==> src/hdl/ex_config.svh <==
/*
 * Global sizes of the execute stage. The multiplier is written for 32-bit words
 * split into 16-bit halves over four steps, so these values are not free to change.
 */
`ifndef EX_CONFIG_SVH
`define EX_CONFIG_SVH

// Data path width, one register word
`define EX_XLEN 32

// Register file address width
`define EX_RADDR_W 5

// Half word that the multiplier steps over
`define EX_HALF_W 16

// Shift amount taken from the low bits of operand B
`define EX_SHAMT_W 5

// Partial-product cycles per multiply
`define EX_MUL_STEPS 4

`endif

==> src/hdl/ex_pkg.sv <==
/*
 * Operation word shared by decode, ALU and multiplier. The unit enables select which
 * view of the word is meaningful, and the unused view carries no information.
 */
`include "ex_config.svh"

package ex_pkg;

  ////////////////////////////////////////
  // ALU operators
  ////////////////////////////////////////

  // Arithmetic, logic and shifts first, branch comparisons from 0x10 up
  typedef enum logic [4:0] {
    ALU_ADD  = 5'h00,
    ALU_SUB  = 5'h01,
    ALU_AND  = 5'h02,
    ALU_OR   = 5'h03,
    ALU_XOR  = 5'h04,
    ALU_SLL  = 5'h05,
    ALU_SRL  = 5'h06,
    ALU_SRA  = 5'h07,
    ALU_SLT  = 5'h08,
    ALU_SLTU = 5'h09,
    ALU_EQ   = 5'h10,
    ALU_NE   = 5'h11,
    ALU_LT   = 5'h12,
    ALU_GE   = 5'h13,
    ALU_LTU  = 5'h14,
    ALU_GEU  = 5'h15
  } alu_op_e;

  // Multiplier signedness, bit 0 for operand A and bit 1 for operand B
  typedef enum logic [1:0] {
    MUL_UU = 2'b00,
    MUL_SU = 2'b01,
    MUL_SS = 2'b11
  } mul_mode_e;

  // Multiplier view of the operation word
  typedef struct packed {
    logic      high;
    mul_mode_e mode;
    logic [1:0] spare;
  } mul_op_t;

  // One 5-bit word, read as ALU operator or as multiplier control
  typedef union packed {
    alu_op_e alu;
    mul_op_t mul;
  } ex_op_u;

endpackage

==> src/hdl/ex_alu.sv <==
/*
 * Single-cycle ALU. The shift amount is the low bits of operand B only, and
 * cmp_result_o is meaningful only for branch and set-less-than operators.
 */
`timescale 1ns/1ns
`include "ex_config.svh"

module ex_alu (
  input  ex_pkg::ex_op_u       op_i,
  input  logic [`EX_XLEN-1:0]  operand_a_i,
  input  logic [`EX_XLEN-1:0]  operand_b_i,
  output logic [`EX_XLEN-1:0]  result_o,
  output logic                 cmp_result_o
);

  // Shared adder
  logic                  adder_sub;
  logic [`EX_XLEN:0]     adder_sum;
  logic                  is_equal;
  logic                  lt_signed;
  logic                  lt_unsigned;

  // Shifter
  logic                  shift_left;
  logic                  shift_arith;
  logic [`EX_XLEN-1:0]   operand_a_rev;
  logic [`EX_XLEN-1:0]   shift_in;
  logic signed [`EX_XLEN:0] shift_ext;
  logic signed [`EX_XLEN:0] shift_out;
  logic [`EX_XLEN-1:0]   shift_right_res;
  logic [`EX_XLEN-1:0]   shift_right_rev;
  logic [`EX_XLEN-1:0]   shift_res;

  ////////////////////////////////////////
  // Adder and comparisons
  ////////////////////////////////////////

  // Only ADD adds, every other adder user subtracts
  assign adder_sub = (op_i.alu != ex_pkg::ALU_ADD);

  // Extra top bit keeps the carry out for unsigned compare
  assign adder_sum = {1'b0, operand_a_i}
                   + {1'b0, operand_b_i ^ {`EX_XLEN{adder_sub}}}
                   + {{`EX_XLEN{1'b0}}, adder_sub};

  assign is_equal    = (adder_sum[`EX_XLEN-1:0] == '0);
  // No carry out of A - B means A below B
  assign lt_unsigned = !adder_sum[`EX_XLEN];
  // Same signs: difference sign decides, else A's sign does
  assign lt_signed   = (operand_a_i[`EX_XLEN-1] == operand_b_i[`EX_XLEN-1]) ?
                       adder_sum[`EX_XLEN-1] : operand_a_i[`EX_XLEN-1];

  ////////////////////////////////////////
  // Barrel shifter
  ////////////////////////////////////////

  assign shift_left  = (op_i.alu == ex_pkg::ALU_SLL);
  assign shift_arith = (op_i.alu == ex_pkg::ALU_SRA);

  // Left shift done as right shift on the bit-reversed operand
  assign operand_a_rev = {<<{operand_a_i}};
  assign shift_in      = shift_left ? operand_a_rev : operand_a_i;

  // Fill bit is the sign only for SRA
  assign shift_ext = {shift_arith & shift_in[`EX_XLEN-1], shift_in};
  assign shift_out = shift_ext >>> operand_b_i[`EX_SHAMT_W-1:0];

  assign shift_right_res = shift_out[`EX_XLEN-1:0];
  assign shift_right_rev = {<<{shift_right_res}};
  assign shift_res       = shift_left ? shift_right_rev : shift_right_res;

  ////////////////////////////////////////
  // Result select
  ////////////////////////////////////////

  always_comb begin
    case (op_i.alu)
      ex_pkg::ALU_EQ:   cmp_result_o = is_equal;
      ex_pkg::ALU_NE:   cmp_result_o = !is_equal;
      ex_pkg::ALU_LT,
      ex_pkg::ALU_SLT:  cmp_result_o = lt_signed;
      ex_pkg::ALU_GE:   cmp_result_o = !lt_signed;
      ex_pkg::ALU_LTU,
      ex_pkg::ALU_SLTU: cmp_result_o = lt_unsigned;
      ex_pkg::ALU_GEU:  cmp_result_o = !lt_unsigned;
      default:          cmp_result_o = 1'b0;
    endcase
  end

  always_comb begin
    case (op_i.alu)
      ex_pkg::ALU_ADD,
      ex_pkg::ALU_SUB: result_o = adder_sum[`EX_XLEN-1:0];
      ex_pkg::ALU_AND: result_o = operand_a_i & operand_b_i;
      ex_pkg::ALU_OR:  result_o = operand_a_i | operand_b_i;
      ex_pkg::ALU_XOR: result_o = operand_a_i ^ operand_b_i;
      ex_pkg::ALU_SLL,
      ex_pkg::ALU_SRL,
      ex_pkg::ALU_SRA: result_o = shift_res;
      // SLT, SLTU and branch compares give 0 or 1
      default:         result_o = {{(`EX_XLEN-1){1'b0}}, cmp_result_o};
    endcase
  end

endmodule

==> src/hdl/ex_mult.sv <==
/*
 * Iterative multiplier, one 16x16 partial product per cycle. Operands and op_i
 * are read on every step, so they must stay stable until the result is taken.
 */
`timescale 1ns/1ns
`include "ex_config.svh"

module ex_mult (
  input  logic                clk,
  input  logic                rst_n,
  input  logic                valid_i,
  input  logic                ready_i,
  input  ex_pkg::ex_op_u      op_i,
  input  logic [`EX_XLEN-1:0] op_a_i,
  input  logic [`EX_XLEN-1:0] op_b_i,
  output logic [`EX_XLEN-1:0] result_o,
  output logic                valid_o,
  output logic                ready_o
);

  // Step counter and result-held flag
  logic [$clog2(`EX_MUL_STEPS)-1:0] step_q;
  logic                             done_q;
  logic                             idle;

  // Operand halves and partial product
  logic                             a_signed;
  logic                             b_signed;
  logic signed [`EX_HALF_W:0]       a_half;
  logic signed [`EX_HALF_W:0]       b_half;
  logic signed [2*`EX_HALF_W+1:0]   pp;
  logic [2*`EX_XLEN-1:0]            pp_ext;
  logic [1:0]                       half_shift;
  logic [2*`EX_XLEN-1:0]            pp_shifted;

  // Double-width accumulator
  logic [2*`EX_XLEN-1:0]            acc_base;
  logic [2*`EX_XLEN-1:0]            acc_next;
  logic [2*`EX_XLEN-1:0]            acc_q;

  ////////////////////////////////////////
  // Partial products
  ////////////////////////////////////////

  assign a_signed = (op_i.mul.mode == ex_pkg::MUL_SU) || (op_i.mul.mode == ex_pkg::MUL_SS);
  assign b_signed = (op_i.mul.mode == ex_pkg::MUL_SS);

  // Step bit 0 picks A's half, bit 1 picks B's half
  // Upper halves carry the sign, lower halves are zero-extended
  assign a_half = step_q[0] ? {a_signed & op_a_i[`EX_XLEN-1], op_a_i[`EX_XLEN-1:`EX_HALF_W]}
                            : {1'b0, op_a_i[`EX_HALF_W-1:0]};
  assign b_half = step_q[1] ? {b_signed & op_b_i[`EX_XLEN-1], op_b_i[`EX_XLEN-1:`EX_HALF_W]}
                            : {1'b0, op_b_i[`EX_HALF_W-1:0]};

  assign pp = a_half * b_half;

  assign pp_ext = {{(2*`EX_XLEN-2*`EX_HALF_W-2){pp[2*`EX_HALF_W+1]}}, pp};

  // Weight of the product in half words: 0, 1, 1, 2
  assign half_shift = {1'b0, step_q[0]} + {1'b0, step_q[1]};
  assign pp_shifted = pp_ext << (`EX_HALF_W * half_shift);

  // First step starts from zero
  assign acc_base = (step_q == '0) ? '0 : acc_q;
  assign acc_next = acc_base + pp_shifted;

  always_ff @(posedge clk) begin
    if (valid_i && !done_q) begin
      acc_q <= acc_next;
    end
  end

  ////////////////////////////////////////
  // Step control
  ////////////////////////////////////////

  always_ff @(posedge clk or negedge rst_n) begin
    if (!rst_n) begin
      step_q <= '0;
      done_q <= 1'b0;
    end else if (!valid_i) begin
      // Dropped request (kill or halt) aborts
      step_q <= '0;
      done_q <= 1'b0;
    end else if (done_q) begin
      // Hold result until write-back takes it
      if (ready_i) begin
        done_q <= 1'b0;
      end
    end else begin
      step_q <= step_q + 1'b1;
      if (step_q == `EX_MUL_STEPS - 1) begin
        step_q <= '0;
        done_q <= 1'b1;
      end
    end
  end

  assign idle = (step_q == '0) && !done_q;

  assign valid_o = done_q;
  assign ready_o = (idle && !valid_i) || (done_q && ready_i);

  // MUL takes the low word, MULH* the high word
  assign result_o = op_i.mul.high ? acc_q[2*`EX_XLEN-1:`EX_XLEN] : acc_q[`EX_XLEN-1:0];

endmodule

==> src/hdl/ex_ctrl.sv <==
/*
 * Stage control, purely combinational. Decode must keep its inputs stable while
 * ex_ready_o is low, since the multiplier reads them on every step.
 */
`timescale 1ns/1ns
`include "ex_config.svh"

module ex_ctrl (
  input  logic                instr_valid_i,
  input  logic                alu_en_i,
  input  logic                mul_en_i,
  input  logic                branch_i,
  input  logic                kill_i,
  input  logic                halt_i,
  input  logic                dataindtiming_i,
  input  logic                wb_ready_i,
  input  logic                mul_valid_i,
  input  logic                mul_ready_i,
  input  logic                alu_cmp_i,
  input  logic [`EX_XLEN-1:0] alu_result_i,
  input  logic [`EX_XLEN-1:0] mul_result_i,
  input  logic [`EX_XLEN-1:0] branch_target_i,
  input  logic [`EX_XLEN-1:0] pc_next_i,
  output logic                mul_start_o,
  output logic                ex_valid_o,
  output logic                ex_ready_o,
  output logic                branch_decision_o,
  output logic                bch_taken_o,
  output logic [`EX_XLEN-1:0] branch_target_o,
  output logic [`EX_XLEN-1:0] rf_wdata_o
);

  logic live_valid;

  // Instruction present and neither killed nor halted
  assign live_valid = instr_valid_i && !kill_i && !halt_i;

  // A dropped start makes the multiplier abort
  assign mul_start_o = live_valid && mul_en_i;

  // ALU and branch finish in the same cycle
  assign ex_valid_o = live_valid && (alu_en_i || branch_i || (mul_en_i && mul_valid_i));

  // Kill always frees the stage
  assign ex_ready_o = kill_i || (wb_ready_i && mul_ready_i && !halt_i);

  // Forwarding value to decode
  assign rf_wdata_o = mul_en_i ? mul_result_i : alu_result_i;

  ////////////////////////////////////////
  // Branch decision and target
  ////////////////////////////////////////

  always_comb begin
    if (dataindtiming_i) begin
      // Always redirect, to the real target or the fall-through PC
      branch_decision_o = 1'b1;
      branch_target_o   = alu_cmp_i ? branch_target_i : pc_next_i;
    end else begin
      branch_decision_o = alu_cmp_i;
      branch_target_o   = branch_target_i;
    end
  end

  // Real outcome, kept for write-back in either mode
  assign bch_taken_o = branch_i && alu_cmp_i;

endmodule

==> src/hdl/ex_wb_reg.sv <==
/*
 * EX/WB pipeline register. Address and data only change for instructions that
 * write the register file, so they keep stale values behind non-writing ones.
 */
`timescale 1ns/1ns
`include "ex_config.svh"

module ex_wb_reg (
  input  logic                  clk,
  input  logic                  rst_n,
  input  logic                  ex_valid_i,
  input  logic                  wb_ready_i,
  input  logic                  rf_we_i,
  input  logic                  bch_taken_i,
  input  logic [`EX_RADDR_W-1:0] rf_waddr_i,
  input  logic [`EX_XLEN-1:0]   rf_wdata_i,
  output logic                  wb_valid_o,
  output logic                  wb_rf_we_o,
  output logic                  wb_bch_taken_o,
  output logic [`EX_RADDR_W-1:0] wb_rf_waddr_o,
  output logic [`EX_XLEN-1:0]   wb_rf_wdata_o
);

  logic capture;

  // Handoff from EX into WB
  assign capture = ex_valid_i && wb_ready_i;

  ////////////////////////////////////////
  // Valid and per-instruction flags
  ////////////////////////////////////////

  always_ff @(posedge clk or negedge rst_n) begin
    if (!rst_n) begin
      wb_valid_o     <= 1'b0;
      wb_rf_we_o     <= 1'b0;
      wb_bch_taken_o <= 1'b0;
    end else if (capture) begin
      wb_valid_o     <= 1'b1;
      wb_rf_we_o     <= rf_we_i;
      wb_bch_taken_o <= bch_taken_i;
    end else if (wb_ready_i) begin
      // Nothing to hand over, insert a bubble
      wb_valid_o <= 1'b0;
    end
    // wb_ready_i low holds everything
  end

  ////////////////////////////////////////
  // Write-back address and data
  ////////////////////////////////////////

  always_ff @(posedge clk or negedge rst_n) begin
    if (!rst_n) begin
      wb_rf_waddr_o <= '0;
      wb_rf_wdata_o <= '0;
    end else if (capture && rf_we_i) begin
      // Enable doubles as clock-gate condition
      wb_rf_waddr_o <= rf_waddr_i;
      wb_rf_wdata_o <= rf_wdata_i;
    end
  end

endmodule

==> src/hdl/ex_stage.sv <==
/*
 * Execute stage top. Decode holds all inputs until an edge with ex_ready_o high;
 * kill and halt come from the controller and act in the same cycle.
 */
`timescale 1ns/1ns
`include "ex_config.svh"

module ex_stage (
  input  logic                   clk,
  input  logic                   rst_n,
  // From decode
  input  logic                   instr_valid_i,
  input  logic                   alu_en_i,
  input  logic                   mul_en_i,
  input  logic                   branch_i,
  input  ex_pkg::ex_op_u         op_i,
  input  logic [`EX_XLEN-1:0]    operand_a_i,
  input  logic [`EX_XLEN-1:0]    operand_b_i,
  input  logic [`EX_XLEN-1:0]    branch_target_i,
  input  logic [`EX_XLEN-1:0]    pc_next_i,
  input  logic                   rf_we_i,
  input  logic [`EX_RADDR_W-1:0] rf_waddr_i,
  // From controller
  input  logic                   kill_i,
  input  logic                   halt_i,
  input  logic                   dataindtiming_i,
  // Stage handshake
  input  logic                   wb_ready_i,
  output logic                   ex_ready_o,
  output logic                   ex_valid_o,
  // To fetch and decode
  output logic                   branch_decision_o,
  output logic [`EX_XLEN-1:0]    branch_target_o,
  output logic [`EX_XLEN-1:0]    rf_wdata_o,
  // EX/WB register
  output logic                   wb_valid_o,
  output logic                   wb_rf_we_o,
  output logic                   wb_bch_taken_o,
  output logic [`EX_RADDR_W-1:0] wb_rf_waddr_o,
  output logic [`EX_XLEN-1:0]    wb_rf_wdata_o
);

  logic [`EX_XLEN-1:0] alu_result;
  logic                alu_cmp;
  logic [`EX_XLEN-1:0] mul_result;
  logic                mul_start;
  logic                mul_valid;
  logic                mul_ready;
  logic                bch_taken;

  ex_alu alu0 (
    .op_i         (op_i),
    .operand_a_i  (operand_a_i),
    .operand_b_i  (operand_b_i),
    .result_o     (alu_result),
    .cmp_result_o (alu_cmp)
  );

  // Multiplier result is taken by the same ready as the WB register
  ex_mult mult0 (
    .clk      (clk),
    .rst_n    (rst_n),
    .valid_i  (mul_start),
    .ready_i  (wb_ready_i),
    .op_i     (op_i),
    .op_a_i   (operand_a_i),
    .op_b_i   (operand_b_i),
    .result_o (mul_result),
    .valid_o  (mul_valid),
    .ready_o  (mul_ready)
  );

  ex_ctrl ctrl0 (
    .instr_valid_i     (instr_valid_i),
    .alu_en_i          (alu_en_i),
    .mul_en_i          (mul_en_i),
    .branch_i          (branch_i),
    .kill_i            (kill_i),
    .halt_i            (halt_i),
    .dataindtiming_i   (dataindtiming_i),
    .wb_ready_i        (wb_ready_i),
    .mul_valid_i       (mul_valid),
    .mul_ready_i       (mul_ready),
    .alu_cmp_i         (alu_cmp),
    .alu_result_i      (alu_result),
    .mul_result_i      (mul_result),
    .branch_target_i   (branch_target_i),
    .pc_next_i         (pc_next_i),
    .mul_start_o       (mul_start),
    .ex_valid_o        (ex_valid_o),
    .ex_ready_o        (ex_ready_o),
    .branch_decision_o (branch_decision_o),
    .bch_taken_o       (bch_taken),
    .branch_target_o   (branch_target_o),
    .rf_wdata_o        (rf_wdata_o)
  );

  ex_wb_reg wb_reg0 (
    .clk            (clk),
    .rst_n          (rst_n),
    .ex_valid_i     (ex_valid_o),
    .wb_ready_i     (wb_ready_i),
    .rf_we_i        (rf_we_i),
    .bch_taken_i    (bch_taken),
    .rf_waddr_i     (rf_waddr_i),
    .rf_wdata_i     (rf_wdata_o),
    .wb_valid_o     (wb_valid_o),
    .wb_rf_we_o     (wb_rf_we_o),
    .wb_bch_taken_o (wb_bch_taken_o),
    .wb_rf_waddr_o  (wb_rf_waddr_o),
    .wb_rf_wdata_o  (wb_rf_wdata_o)
  );

endmodule

==> config.mk <==
export PLATFORM = sky130hd
export DESIGN_NAME = ex_stage
export DESIGN_NICKNAME = d
export VERILOG_FILES = /design/src/hdl/ex_pkg.sv /design/src/hdl/ex_alu.sv /design/src/hdl/ex_mult.sv /design/src/hdl/ex_ctrl.sv /design/src/hdl/ex_wb_reg.sv /design/src/hdl/ex_stage.sv
export VERILOG_INCLUDE_DIRS = /design/src /design/src/hdl
export SDC_FILE = /design/constraint.sdc
export NUM_CORES = 1
export LEC_CHECK = 0
export ABC_CLOCK_PERIOD_IN_PS = 10200
export BUFFER_PORTS_ARGS = -buffer_cell sky130_fd_sc_hd__clkbuf_2
export CELL_PAD_IN_SITES_DETAIL_PLACEMENT = 2
export CELL_PAD_IN_SITES_GLOBAL_PLACEMENT = 2
export CORE_ASPECT_RATIO = 1.4
export CORE_MARGIN = 3
export CORE_UTILIZATION = 30
export CTS_BUF_LIST = sky130_fd_sc_hd__clkbuf_2 sky130_fd_sc_hd__clkbuf_4 sky130_fd_sc_hd__clkbuf_8
export DETAILED_ROUTE_END_ITERATION = 12
export HOLD_SLACK_MARGIN = 0.12
export PLACE_DENSITY_LB_ADDON = 0.1
export SLEW_MARGIN = 20
export SYNTH_ARGS = -nofsm -noshare
export SYNTH_HDL_FRONTEND = slang
export SYNTH_SLANG_ARGS = --single-unit
==> constraint.sdc <==
create_clock -name clk -period 10.2 [get_ports clk]
set_input_delay 0.51 -clock clk [delete_from_list [all_inputs] [get_ports clk]]
set_output_delay 0.51 -clock clk [all_outputs]
set_load 0.005 [all_outputs]
==> impl_metrics.json, run 1 <==
{
  "fin_util_pct": 35.7,
  "crit_family": "adder cells",
  "synth_largest_area_cell": "fa_1",
  "layout-drive-gt1-share_pct": 20.0,
  "portBuffers": 255,
  "maxCapViolCount": 0,
  "core_area_um2": 90400,
  "start_util_pct": 30.5,
  "regArea_um2": 3000,
  "synthArstFlopShare_pct": 40.2,
  "power_leakage_uw": 0.0159,
  "fin_crit_ns": 9.79,
  "vias_per_cell": 5.52,
  "rsz0062_at_grt": "true",
  "io_pins": 256,
  "ys_ff_latch": 107,
  "startpoint": "mult0.step_q[0]",
  "start_kind": "flip-flop",
  "synth_fa_ha_area_share_pct": 32.8,
  "slew-limit-headroom_pct": 26.2,
  "clock_latency_ns": 0.50,
  "syn_inst": 3306,
  "dr.first_iter.drc_count": 1628,
  "antenna_found_initial": 4,
  "fin_crit_sh_pct": 95.9,
  "min_path_type": "in2reg",
  "cp_max_fo": 36,
  "arrival_ns": 10.03,
  "layout_commonest_cell": "inv_1",
  "antenna_left": 0,
  "fp-row-count": 130,
  "grt_pass1_wl_um": 209000,
  "grt_pass1_vias": 29800,
  "die_h_um": 365,
  "critical_path_class": "reg2reg",
  "finalClockSkew_ns": 0.0341,
  "hp-start": "rf_waddr_i[4]",
  "cts_buffer_depth": 2,
  "clk_pin_slew_ns": 0.16,
  "required_ns": 10.44,
  "netlist_area_um2": 27600,
  "dieArea_um2": 95600,
  "placed_area_um2": 31800,
  "globalplace.congestion": 0.953,
  "final_nets": 4373,
  "synth_compound_area_share_pct": 18.0,
  "powerDensity_nw_per_um2": 442,
  "syn_nets": 3998,
  "outcome": "finished, final reports clean",
  "htree_levels": 3,
  "cts_tree": "done",
  "worst_pin_slew_ns": 1.10,
  "synth_top_area_share_pct": 21.7,
  "total_power_uw": 14300,
  "synthMuxAreaShare_pct": 9.75,
  "irDropWorstVdd_mv": 0.861,
  "cts.sink_count": 107,
  "cp_common_cell": "fa_1",
  "synth_flop_cell": "edfxtp_1",
  "syn_to_final_growth_pct": 17.2,
  "die_x_um": 262,
  "ys_types": 85,
  "synth_edf_count": 64,
  "synth_top_family_by_area": "adder cells",
  "layout_common_cells": "inv_1, nand2_1, nor2_1, fa_1, clkbuf_2",
  "drcViolationCount": 0,
  "synthTopCellsByArea": "fa_1, ha_1, edfxtp_1",
  "worst-path-buf-inv": 10,
  "critPathSlowestCell": "fa_1",
  "yosys.area_share.xor_xnor_pct": 4.67,
  "nFillCells": 10400,
  "postSynthAreaPerCell_um2": 8.33,
  "wl_per_cell_um": 29.7,
  "grt_util_all_layers_pct": 29.9,
  "cts-buffers-inserted": 9,
  "cts_root_buf": "clkbuf_8",
  "synth_warnings": 0,
  "cpPeakStageDelay_ns": 0.58,
  "design_area_um2": 32300,
  "regToRegStartpoint": "mult0.step_q[0]",
  "wl_um": 145000,
  "grt_max_degree": 66,
  "fmax_mhz": 102,
  "multiInputGateArea_um2": 22600,
  "dr_total_vias": 26900,
  "synthSimpleGateAreaFrac_pct": 15.9,
  "place.detailed.hpwl_um": 123000,
  "slew_violations": 0,
  "firstDrtPassIters": 7,
  "critPathCaptureType": "flip-flop",
  "finalHoldViolations": 0,
  "gr-total-overflow": 0,
  "seq_area_frac_synth_pct": 10.9,
  "finalSetupViolations": 0
}
state kept, by name, indices dropped and copies added (netlist names):
signal / cells
wb_reg0.wb_rf_waddr_o: 5
mult0.acc_q: 64
wb_reg0.wb_rf_we_o: 1
wb_reg0.wb_rf_wdata_o: 32
mult0.valid_o: 1
mult0.step_q: 2
wb_reg0.wb_bch_taken_o: 1
wb_reg0.wb_valid_o: 1
cell usage after synthesis (all sizes together), types with 18 or more instances:
cell    instances
dfrtp          43
fa            298
and2           33
xor2           35
a21boi         32
a22oi          18
a21oi         240
o21ai         159
o21a           20
mux4           38
edfxtp         64
nand2         341
a211oi         37
mux2i          76
a221oi         20
inv           427
a221o          23
and3           23
nor2          300
nor2b          77
buf            30
mux2           85
clkbuf        123
a21o           63
nand2b         28
xnor2         112
a31oi          28
nand3          49
ha            245
nor3           43
where the power goes:
part,switching [uW],internal (uW),total [uW]
clock network,215,101,316
registers,84.9,769,854
logic,7830,5270,13100
total,8130,6140,14300
area by class of cell:
class / count / share of cell area [%]
tap: 1188 / 4.60
clock buffer: 9 / 0.384
sequential: 107 / 9.29
clock inverter: 7 / 0.275
timing repair buffer: 517 / 10.5
inverter: 430 / 5.01
antenna: 3 / 0.0233
multi-input combinational: 2616 / 69.9
through the flow:
step | setup slack (ns) | TNS (ns) | hold slack, ns | std cells
6_report | 0.413 | 0 | 0.243 | 4877
5_1_grt | -0.0102 | -0.0102 | 0.224 | 4877
4_1_cts | 0.00839 | 0 | 0.210 | 4870
3_5_place_dp | -0.468 | -4.22 | 0.475 | 4845
3_3_place_gp | -0.703 | -7.24 | 0.464 | 4845
2_1_floorplan | 0.333 | 0 | 0.214 | 3306
timing repair:
action,CTS,global route
gates cloned,0,1
pin swaps,3,8
hold endpoints to repair,43,0
hold buffers,1,0
resized for setup,21,43
buffers inserted,8,3
setup endpoints to repair,23,19
cells by family after synthesis:
kind of cell / count (synthesis)
buf+inv: 583
mux: 199
simple gates: 960
xor+xnor: 147
compound gates: 767
flops: 107
fa+ha+maj: 543
routing by layer:
metal	part of all wire, %	wire [um]	global-route usage, %	vias to the layer above
li1	-	-	-	12000
met1	40	58200	36.1	14100
met2	51	73100	53.0	635
met4	6.0	8640	15.1	0
met3	3.3	4730	2.33	189
met5	0	0	0	-
path summary, 6_finish.rpt:
path	end	slack, ns	cells after the start
worst max-delay path	mult0.acc_q[51]	0.41	42
worst min-delay path	wb_reg0.wb_rf_waddr_o[4]	0.24	2
worst max register to register	mult0.acc_q[51]	0.41	42
worst min register to register	wb_reg0.wb_rf_we_o	0.51	2
max in group asynchronous	mult0.step_q[1]	9.05	3
min in group asynchronous	mult0.valid_o	0.69	3
Power figures use the tool's default switching activity.
==> inputs of run 2 (changes only) <==
--- a/config.mk
+++ b/config.mk
@@ -6,8 +6,9 @@
 export SDC_FILE = /design/constraint.sdc
 export NUM_CORES = 1
 export LEC_CHECK = 0
-export ABC_CLOCK_PERIOD_IN_PS = 10200
+export ABC_CLOCK_PERIOD_IN_PS = 10700
 export BUFFER_PORTS_ARGS = -buffer_cell sky130_fd_sc_hd__clkbuf_2
+export CAP_MARGIN = 20
 export CELL_PAD_IN_SITES_DETAIL_PLACEMENT = 2
 export CELL_PAD_IN_SITES_GLOBAL_PLACEMENT = 2
 export CORE_ASPECT_RATIO = 1.4
@@ -20,4 +21,5 @@
 export SLEW_MARGIN = 20
 export SYNTH_ARGS = -nofsm -noshare
 export SYNTH_HDL_FRONTEND = slang
+export SYNTH_HIERARCHICAL = 1
 export SYNTH_SLANG_ARGS = --single-unit
==> constraint.sdc (replaced) <==
create_clock -name clk -period 10.7 [get_ports clk]
set_input_delay 0.535 -clock clk [delete_from_list [all_inputs] [get_ports clk]]
set_output_delay 0.535 -clock clk [all_outputs]
set_load 0.005 [all_outputs]
==> impl_metrics.json, run 2 <==
{
  "outcome": "finished, final reports clean",
  "core_area_um2": 90300,
  "num_antenna_cells": 0,
  "dp_slack_ns": -0.0403,
  "dr.first_iter.drc_count": 1382,
  "postSynthAreaPerCell_um2": 8.62,
  "irDropWorstVdd_mv": 0.335,
  "antenna_left": 0,
  "worst_pin_slew_ns": 1.23,
  "setup_slack_ns": 0.560,
  "firstDrtPassIters": 5,
  "final_nets": 4109,
  "place.detailed.hpwl_um": 112000,
  "dp.cells": 4582,
  "top_register": "mult0/acc_q",
  "gr-total-overflow": 0,
  "fmax_mhz": 98.6,
  "critPathSlowestCell": "fa_1",
  "dieArea_um2": 95200,
  "arrival_ns": 10.36,
  "cp_max_fo": 11,
  "io_pins": 256,
  "slew-limit-headroom_pct": 18.3,
  "synth_edf_count": 64,
  "rsz0062_at_grt": "false",
  "syn_inst": 3187,
  "htree_levels": 3,
  "cts_tree": "done",
  "vias_per_cell": 5.42,
  "ys_types": 100,
  "grt_max_degree": 66,
  "start_util_pct": 30.4,
  "seq_area_frac_synth_pct": 10.9,
  "layout_common_cells": "inv_1, nand2_1, fa_1, nor2_1, clkbuf_2",
  "startpoint": "mult0/step_q[0]",
  "ys_top_cells_by_count": "inv_1, nand2_1, fa_1",
  "fin_util_pct": 34.1,
  "cts_root_buf": "clkbuf_8",
  "fp-row-count": 130,
  "critPathCaptureType": "flip-flop",
  "critical_path_class": "reg2reg",
  "antenna_found_initial": 5,
  "die_x_um": 262,
  "worst-path-buf-inv": 5,
  "cts-buffers-inserted": 9,
  "yosysMostFrequentCell": "inv_1",
  "crit_family": "adder cells",
  "synth_top_area_share_pct": 21.7,
  "grt_util_all_layers_pct": 27.5,
  "nFillCells": 10300,
  "grt_pass1_vias": 28600,
  "wl_um": 131000,
  "ys_ff_latch": 107,
  "cts_buffer_depth": 2,
  "globalplace.congestion": 0.957,
  "cts.sink_count": 107,
  "largest_reg_flops": 64,
  "synth_flop_cell": "edfxtp_1",
  "portBuffers": 255,
  "synthArstFlopShare_pct": 40.2,
  "fin_crit_sh_pct": 94.8,
  "finalHoldViolations": 0,
  "total_power_uw": 11300,
  "die_h_um": 364,
  "regArea_um2": 3000,
  "power_leakage_uw": 0.0149,
  "dr_total_vias": 25000,
  "maxCapViolCount": 0,
  "reg.largest.list": "mult0/acc_q: 64 flops, wb_reg0/wb_rf_wdata_o: 32 flops, wb_reg0/wb_rf_waddr_o: 5 flops",
  "layout-drive-gt1-share_pct": 18.7,
  "synth_largest_area_cell": "fa_1",
  "powerDensity_nw_per_um2": 366,
  "fin_crit_ns": 10.14,
  "fin_cells": 4608,
  "syn_to_final_growth_pct": 12.0,
  "multiInputGateArea_um2": 22300,
  "cpPeakStageDelay_ns": 0.59,
  "finalClockSkew_ns": 0.0363,
  "syn_nets": 3881,
  "layout_commonest_cell": "inv_1",
  "netlist_area_um2": 27500,
  "required_ns": 10.92,
  "start_kind": "flip-flop",
  "postCtsHoldBufs": 0,
  "drcViolationCount": 0,
  "slew_violations": 0,
  "regToRegStartpoint": "mult0/step_q[0]",
  "wl_per_cell_um": 28.4,
  "clk_pin_slew_ns": 0.14,
  "finalSetupViolations": 0,
  "grt_pass1_wl_um": 193000,
  "synthTopCellsByArea": "fa_1, ha_1, edfxtp_1",
  "synth_warnings": 6,
  "min_path_type": "in2async",
  "clock_latency_ns": 0.47
}
[run 2: changes by cell type in the layout (fill, tap and decap cells not counted), moves of 11 or more]
cell / before / now
mux4_2: 38 / 16
nand4_1: 16 / 29
mux2_4: 30 / 49
nand3_1: 48 / 33
buf_4: 247 / 109
nand2_1: 338 / 309
nor2_1: 297 / 262
nand2b_1: 28 / 17
o21ai_0: 125 / 97
mux2_2: 55 / 114
a21oi_1: 230 / 212
and2_1: 33 / 22
mux2i_1: 73 / 104
[run 2: final timing paths]
| path | end | slack, ns | cells past startpoint |
|---|---|---|---|
| max | mult0/acc_q[50] | 0.56 | 35 |
| min | wb_reg0/wb_rf_wdata_o[2] | 0.17 | 2 |
| max reg2reg | mult0/acc_q[50] | 0.56 | 35 |
| min reg2reg | wb_reg0/wb_rf_we_o | 0.51 | 1 |
| max in group asynchronous | mult0/step_q[0] | 10.05 | 2 |
| min in group clk | wb_reg0/wb_rf_waddr_o[1] | 0.32 | 2 |
[run 2: kinds of logic after synthesis]
| kind of cell | synth area share, % |
|---|---|
| flip-flops | 10.9 |
| multiplexers | 12.7 |
| AND/OR/NAND/NOR | 14.4 |
| buffers and inverters | 8.43 |
| adder cells (fa/ha/maj) | 33.0 |
| XOR/XNOR | 5.02 |
| AO/OA/AOI/OAI | 15.5 |
[run 2: final cells by class]
class	instances	share of cell area [%]
multi-input combinational	2496	72.4
sequential	107	9.76
timing repair buffer	366	6.94
inverter	435	5.31
tap	1188	4.84
clock buffer	10	0.427
clock inverter	6	0.289
[run 2: metrics by stage]
stage / hold WS, ns / cell area (um^2) / TNS, ns
after floorplan: 0.239 / 27500 / 0
after global placement: 0.475 / 30400 / 0
after detailed placement: 0.489 / 30400 / -0.0403
final: 0.172 / 30700 / 0
after CTS: 0.165 / 30600 / 0
after global routing: 0.193 / 30700 / 0
[run 2: where the power goes]
part | internal (uW) | switching (uW) | total [uW]
registers | 741 | 44.9 | 786
clock network | 135 | 177 | 312
logic | 3580 | 6580 | 10200
total | 4460 | 6800 | 11300
[run 2: layer usage]
| metal | vias to the layer above | global-route usage, % | part of all wire, % |
|---|---|---|---|
| met5 | - | 0 | 0.0099 |
| met1 | 13000 | 31.5 | 39 |
| met3 | 219 | 2.76 | 2.7 |
| met2 | 532 | 49.8 | 51 |
| li1 | 11200 | - | - |
| met4 | 2 | 14.9 | 6.8 |
[run 2: timing repair]
action	4_1_cts	5_1_grt
pin swaps	0	0
cloned	0	0
buffers inserted	0	10
gates resized for setup	1	14
endpoints found under the setup margin	2	16
